**config.mk**
```make
export PLATFORM = sky130hd
export DESIGN_NAME = rx_lane_flat
export DESIGN_NICKNAME = d
export VERILOG_FILES = /design/src/uart_cfg_pkg.sv /design/src/uart_types_pkg.sv /design/src/rx_lane_if.sv /design/src/rx_lane.sv /design/src/flat_wrapper.sv
export SDC_FILE = /design/constraint.sdc
export NUM_CORES = 1
export LEC_CHECK = 0
export BUFFER_PORTS_ARGS = -buffer_cell sky130_fd_sc_hd__buf_2
export CAP_MARGIN = 20
export CELL_PAD_IN_SITES_DETAIL_PLACEMENT = 0
export CELL_PAD_IN_SITES_GLOBAL_PLACEMENT = 2
export CORE_MARGIN = 1
export CORE_UTILIZATION = 36
export CTS_BUF_LIST = sky130_fd_sc_hd__clkbuf_4
export DETAILED_ROUTE_END_ITERATION = 10
export GPL_TIMING_DRIVEN = 0
export PLACE_DENSITY_LB_ADDON = 0.3
export SETUP_SLACK_MARGIN = 0.15
export SLEW_MARGIN = 20
export SYNTH_ARGS = -nofsm -noshare
export SYNTH_HDL_FRONTEND = slang
export SYNTH_SLANG_ARGS = --single-unit
```
**constraint.sdc**
```tcl
create_clock -name clk -period 2.3 [get_ports clk]
set_clock_uncertainty 0.2 [all_clocks]
set_input_delay 0.46 -clock clk [delete_from_list [all_inputs] [get_ports clk]]
set_output_delay 0.46 -clock clk [all_outputs]
set_load 0.005 [all_outputs]
```
**src/uart_cfg_pkg.sv**
```systemverilog
package uart_cfg_pkg;

	// 8N1 serial framing, sampled on a 16x oversampling tick
	localparam int OVERSAMPLE = 16;	// ticks per bit
	localparam int DATA_BITS  = 8;	// data bits per frame, lsb first
	localparam int HALF_BIT   = OVERSAMPLE / 2;	// start edge to mid-bit

	// the lane counters below are sized from these
	localparam int TICK_CNT_W = $clog2(OVERSAMPLE);
	localparam int BIT_CNT_W  = $clog2(DATA_BITS);

endpackage : uart_cfg_pkg

```
**src/uart_types_pkg.sv**
```systemverilog
package uart_types_pkg;

	// frame decoder states of one receive lane
	typedef enum logic [1:0] {
		LANE_IDLE  = 2'd0,	// waiting for a falling edge
		LANE_START = 2'd1,	// checking the start bit at mid-bit
		LANE_DATA  = 2'd2,	// shifting in data bits
		LANE_STOP  = 2'd3	// waiting for the stop sample
	} lane_state_e;

	// one received byte
	typedef logic [7:0] rx_byte_t;

endpackage : uart_types_pkg

```
**src/rx_lane_if.sv**
```systemverilog
`timescale 1ns/100ps

interface rx_lane_if
	import uart_types_pkg::*;
();

	logic     line;	// synchronized serial level
	logic     start;	// falling edge seen on line
	logic     done;	// frame complete, one cycle
	rx_byte_t data;	// valid with done
	logic     frame_err;	// stop bit was low, valid with done

	// synchronizer and edge detect side
	modport front (
		output line,
		output start
	);

	// frame decoder
	modport lane (
		input  line,
		input  start,
		output done,
		output data,
		output frame_err
	);

	// collector side
	modport sink (
		input done,
		input data,
		input frame_err
	);

endinterface : rx_lane_if

```
**src/rx_lane.sv**
```systemverilog
`timescale 1ns/100ps

module rx_lane
	import uart_cfg_pkg::*;
	import uart_types_pkg::*;
(
	input  logic    clk,
	input  logic    rst_n,
	input  logic    tick,
	rx_lane_if.lane bus
);

	lane_state_e           state;
	logic [TICK_CNT_W-1:0] tick_cnt;	// ticks within the current bit
	logic [BIT_CNT_W-1:0]  bit_cnt;	// data bit index
	rx_byte_t              shreg;	// data shift register

	logic half_end;	// mid-point of the start bit
	logic bit_end;	// mid-point of a data or stop bit

	assign half_end = tick && (tick_cnt == TICK_CNT_W'(HALF_BIT - 1));
	assign bit_end  = tick && (tick_cnt == TICK_CNT_W'(OVERSAMPLE - 1));

	always_ff @(posedge clk or negedge rst_n) begin
		if (!rst_n) begin
			state    <= LANE_IDLE;
			tick_cnt <= '0;
			bit_cnt  <= '0;
		end else begin
			unique case (state)
				LANE_IDLE: begin
					tick_cnt <= '0;
					bit_cnt  <= '0;
					if (bus.start)
						state <= LANE_START;
				end

				LANE_START: begin
					if (bus.start) begin
						tick_cnt <= '0;	// new edge after a short glitch, rearm
					end else if (half_end) begin
						tick_cnt <= '0;
						bit_cnt  <= '0;
						// line back high at mid-start means it was noise
						state    <= bus.line ? LANE_IDLE : LANE_DATA;
					end else if (tick) begin
						tick_cnt <= tick_cnt + 1'b1;
					end
				end

				LANE_DATA: begin
					if (bit_end) begin
						tick_cnt <= '0;
						if (bit_cnt == BIT_CNT_W'(DATA_BITS - 1))
							state <= LANE_STOP;
						else
							bit_cnt <= bit_cnt + 1'b1;
					end else if (tick) begin
						tick_cnt <= tick_cnt + 1'b1;
					end
				end

				LANE_STOP: begin
					if (bit_end) begin
						tick_cnt <= '0;
						state    <= LANE_IDLE;	// free for the next edge mid stop bit
					end else if (tick) begin
						tick_cnt <= tick_cnt + 1'b1;
					end
				end

				default: state <= LANE_IDLE;
			endcase
		end
	end

	// lsb arrives first, so shift in from the top
	always_ff @(posedge clk) begin
		if (state == LANE_DATA && bit_end)
			shreg <= {bus.line, shreg[DATA_BITS-1:1]};
	end

	// done falls on the stop sample itself
	assign bus.done      = (state == LANE_STOP) && bit_end;
	assign bus.data      = shreg;
	assign bus.frame_err = ~bus.line;	// stop bit must be high

	// ticks from the front end are single-cycle and never back to back
	a_done_single: assert property (
		@(posedge clk) disable iff (!rst_n)
		bus.done |=> !bus.done
	) else $error("done held for more than one cycle");

endmodule : rx_lane

```
**src/flat_wrapper.sv**
```systemverilog
// flat-port wrapper written by rule: the top's interface ports become plain ports
module rx_lane_flat import uart_cfg_pkg::*; import uart_types_pkg::*;
  (clk, rst_n, tick, bus_line, bus_start, bus_done, bus_data, bus_frame_err);
  rx_lane_if bus_i ();
  input  logic clk;
  input  logic rst_n;
  input  logic tick;
  input wire logic [$bits(bus_i.line)-1:0] bus_line;
  input wire logic [$bits(bus_i.start)-1:0] bus_start;
  output wire logic [$bits(bus_i.done)-1:0] bus_done;
  output wire logic [$bits(bus_i.data)-1:0] bus_data;
  output wire logic [$bits(bus_i.frame_err)-1:0] bus_frame_err;
  assign bus_i.line = bus_line;
  assign bus_i.start = bus_start;
  assign bus_done = bus_i.done;
  assign bus_data = bus_i.data;
  assign bus_frame_err = bus_i.frame_err;
  rx_lane u_core (.clk(clk), .rst_n(rst_n), .tick(tick), .bus(bus_i));
endmodule
```
* Word level (Yosys, flattened, before mapping) *
Index checks and enable logic that the tools add are counted.

operators by class
  divide/modulo/power cells = 0
  bitwise logic cells = 1
  mux-type cells = 18
  $lt $le $gt $ge = 0
  $mul = 0
  add/subtract/negate cells = 2
  eq/ne operators = 13
  reductions and logical operators = 9
  shifts and indexed selects = 0

operators by type and width
  cell                                            number
  two-way mux 4 bit                               4
  two-way mux 2 bit                               7
  two-way mux 3 bit                               4
  case mux 4 bit (3 select lines)                 1
  case mux 3 bit (3 select lines)                 1
  != test 2 x 1 -> 1 bit (second input constant)  4
  case mux 2 bit (4 select lines)                 1
  != test 2 bit (second input constant)           3
  AND reduction 6 bit                             1
  AND reduction 5 bit                             1
  adder 4 x 1 -> 4 bit (second input constant)    1
  == test 2 bit (second input constant)           2
  == test 4 x 3 -> 1 bit (second input constant)  1
  == test 4 bit (second input constant)           1
  logical AND 1 bit                               4
  adder 3 x 1 -> 3 bit (second input constant)    1
  == test 3 bit (second input constant)           1
  nonzero test 3 bit                              1
  == test 2 x 1 -> 1 bit (second input constant)  1
  logical NOT 2 bit                               1
  OR reduction 2 bit                              1
  NOT 1 bit                                       1

storage, ports and cells
  memories = 0
  word-level logic and storage cells = 47
  output and inout port bits = 10
  bits in latches = 0
  bits in read-only memories = 0
  flip-flop bits (word level) = 17
  RAM bits = 0

* Longest topological paths before layout *
  depth after elaboration = 5
  mapped depth = 5
  depth with buffers taken out = 5

* Worst setup path after synthesis *
Ideal clock, no wire load.

  kind = reg-to-reg
  from = register u_core.tick_cnt[0]
  to = register u_core.shreg[0], in the netlist u_core.bus.data[0], enable pin
  clock period less this slack = 1.902 ns
  arrival time = 1.332 ns
  library setup time = 0.370 ns
  stages on the path, launching flop included = 6
  path slack = 0.398 ns
  data required time = 1.730 ns
  path through = dfrtp_1 ha_1 and3_1 buf_6 nand3_1 nor2_1

on the way
  longest elaborated chain between the ends = 3

ends and longest elaborated chain
  what                    line           source
  from (decl)             rx_lane.sv:14  logic [TICK_CNT_W-1:0] tick_cnt;
  from (signal assigned)  rx_lane.sv:47  tick_cnt <= tick_cnt + 1'b1;
  from (signal assigned)  rx_lane.sv:59  tick_cnt <= tick_cnt + 1'b1;
  from (signal assigned)  rx_lane.sv:68  tick_cnt <= tick_cnt + 1'b1;
  == test 4 bit           rx_lane.sv:22  assign bit_end = tick && (tick_cnt == TICK_CNT_W'(OVERSAMPLE - 1));
  logical AND 1 bit       rx_lane.sv:22
  logical AND 1 bit       rx_lane.sv:79  if (state == LANE_DATA && bit_end)
  to (signal assigned)    rx_lane.sv:80  shreg <= {bus.line, shreg[DATA_BITS-1:1]};
  to (decl)               rx_lane.sv:16  rx_byte_t shreg;

No other way between the ends.
A chain may end at the register's enable or synchronous reset.

* Final worst setup path *
  from = register u_core.tick_cnt[1]
  to = output port bus_done

on the way
  longest elaborated chain between the ends = 3

ends and longest elaborated chain
  what               line                source
  == test 4 bit      rx_lane.sv:22
  logical AND 1 bit  rx_lane.sv:22
  logical AND 1 bit  rx_lane.sv:84       assign bus.done = (state == LANE_STOP) && bit_end;
  to (decl)          flat_wrapper.sv:10  output wire logic [$bits(bus_i.done)-1:0] bus_done;

No other way between the ends.

==> metrics.cfg <==
[clock_network]
worstSkewPairLatency_ns = 0.29
clk_pin_slew_worst_paths_ns = 0.10
ctsHtreeMaxLevel = 1
cts_buffer_depth = 2
cts-buffers-inserted = 3
cts_sinks = 17
clockRootBuffer = clkbuf_4
cts_tree = yes

[die]
die_w_um = 49.9
core-area_um2 = 2060
die_h_um = 49.9
num_io_pins = 15
placementRows = 16
fp.dieArea_um2 = 2490
start_util = 0.401

[synth]
syn_avg_cell_area_um2 = 11.6
async_reset_ff_frac = 0.529
ys_seq_elements = 17
synth_edf_count = 8
syn_inst = 71
yosysWarningCount = 0
ys_seq_area_frac = 0.563
synth_ff_type = dfrtp_1
synth.distinct_cells = 32
synth_area_um2 = 827
synthesis.nets = 79

[power]
switchingPower_w = 0.000115
power.density_nw_per_um2 = 526
sequentialPowerShare = 0.606
pwr-share-clk = 0.317
p_leak_nw = 0.429
cellInternalPower_w = 0.000422
netSwitchingFraction = 0.215
ir_worst_vdd_mv = 0.450
share_comb_of_total_power = 0.077

[timing]
hold_viol_final = 0
worst_pin_slew_ns = 0.628
clock.fmax_mhz = 477
tns_ns = 0
rsz0062_at_grt = true
period_minus_slack_ns = 2.10
whs_ns = 0.175
post-route-period-util = 0.911
finalSetupViolations = 0
drv_slew = 0
maxSlewHeadroom = 0.580

[setup_path]
crit_fanout = 3
end_kind = output port
crit_end = bus_done
cp.required_ns = 1.64
reg2reg_from = u_core.tick_cnt[1]
cp_slowest_cell = dfrtp_1
timing.critical_path.cells = ha_2 > and3_4 > buf_6 > nand3_4 > nor2_1 > buf_2
arrival_ns = 1.44
path_class = reg2out
max_stage_delay_ns = 0.38
r2r_slack_ns = 0.31
r2r_end = u_core.bus.data[7]
startpoint = u_core.tick_cnt[1]
critPathLaunchType = flip-flop
r2r_cells = 5

[placed_design]
placed_area_um2 = 931
io_buffers = 14
place_inst = 112
hpwlAfterDp_um = 1130
place.gp.congestion = 0.767

[global_routing]
grtUsageTotal = 0.147
grt-busiest-layer = met2
grt_pass1_wl_um = 2690
overflow = 0
grt.met3_usage = 0.0556
antenna_found_initial = 0
grt_max_degree = 11
grtUsageMet1 = 0.188
grt_pass1_vias = 589
grt_use_met2 = 0.230

[drt]
wl_per_cell_um = 13.5
viasPerCell = 5.12
routed_wl_um = 1630
vias = 620
antenna_left = 0
drt_iter0_markers = 8
dr.pass1.iters = 4
drcViolationCount = 0

[cells_and_area]
final_layout_size_suffix_gt1_frac = 0.340
diodes = 0
layout_commonest_cell = buf_2
syn_to_final_growth_pct = 23.4
final_cells = 121
final_cell_mix = buf_2 (15), dfrtp_1 (9), edfxtp_1 (8)
nets = 103
postLayoutCellArea_um2 = 1020
final_util = 0.495

[run_status]
outcome = completed

[worst_hold_path]
holdCritPathClass = in2reg

[flow_run]
drv_cap = 0

## worst min-delay path by stage
stage             start                          to  slack (ns)  depth (start not counted)
2_1_floorplan     rst_n  asynchronous set/reset pin       -0.04                          0
5_1_grt        bus_line          u_core.bus.data[7]        0.16                          1
6_report       bus_line          u_core.bus.data[7]        0.17                          1
3_5_place_dp      rst_n          u_core.tick_cnt[2]        0.13                          1
3_3_place_gp      rst_n          u_core.tick_cnt[2]        0.13                          1
4_1_cts        bus_line          u_core.bus.data[7]        0.16                          1
## power groups by stage
stage | Sequential (W) | Combinational [W] | Clock, W
after floorplan | 0.000332 | 0.0000202 | 0
after global placement | 0.000332 | 0.0000331 | 0
after detailed placement | 0.000333 | 0.0000344 | 0
after CTS | 0.000325 | 0.0000406 | 0.000180
after global routing | 0.000327 | 0.0000479 | 0.000188
final | 0.000326 | 0.0000414 | 0.000170
## critical path, delay by kind of cell, from the launching register on
family	cells	cell delay [ns]
adder cells (fa/ha/maj)	1	0.19
buffers and inverters	2	0.21
flip-flops	1	0.38
AND/OR/NAND/NOR	3	0.37
## cells by family after synthesis
| group | synth area share |
|---|---|
| DFF | 0.563 |
| adders and majority gates | 0.0454 |
| and+or+nand+nor | 0.151 |
| AOI/OAI and AO/OA | 0.144 |
| muxes | 0.0242 |
| buffers and inverters | 0.0514 |
| xor gates and xnor gates | 0.0212 |
## registers in the layout, summed over array words and instances, names as in the netlist, named ones only
signal           cells
u_core.bus.data      8
u_core.tick_cnt      4
u_core.bit_cnt       3
u_core.state         1
## metrics by stage
stage	worst slack (ns)	total power (W)
6_report	0.204	0.000537
5_1_grt	0.105	0.000562
4_1_cts	0.178	0.000546
3_5_place_dp	0.126	0.000367
3_3_place_gp	0.202	0.000366
2_1_floorplan	0.398	0.000352
## metal layers
layer	wire [µm]	up-vias
met5	0	-
met4	15	0
met3	42	2
met2	803	7
met1	771	302
li1	-	309
## Yosys cell counts (2+ instances only)
cell type / number / area, µm²
mux2i_1: 2 / 20.0
a21oi_1: 2 / 10.0
nand2_1: 6 / 22.5
inv_1: 6 / 22.5
o22ai_1: 2 / 12.5
o221ai_1: 3 / 26.3
nor2_1: 4 / 15.0
nand4_1: 4 / 25.0
dfrtp_1: 9 / 225
edfxtp_1: 8 / 240
a31oi_1: 2 / 12.5
ha_1: 3 / 37.5
## final cells by class
| type | instances | area, µm² |
|---|---|---|
| inverter | 6 | 22.5 |
| fill | 201 | 1040 |
| buffer | 3 | 20.0 |
| timing repair buffer | 19 | 110 |
| tap | 27 | 33.8 |
| sequential | 17 | 465 |
| multi-input combinational | 45 | 339 |
| clock buffer | 4 | 30.0 |
## timing repair
action | CTS | global route
resized for setup | 1 | 3
setup endpoints to repair | 5 | 9
endpoints found under the hold margin | 9 | 0
buffers inserted | 3 | 1
hold buffers | 1 | 0
pin swaps | 1 | 2
Note: power is estimated with default switching activity, not from simulation.
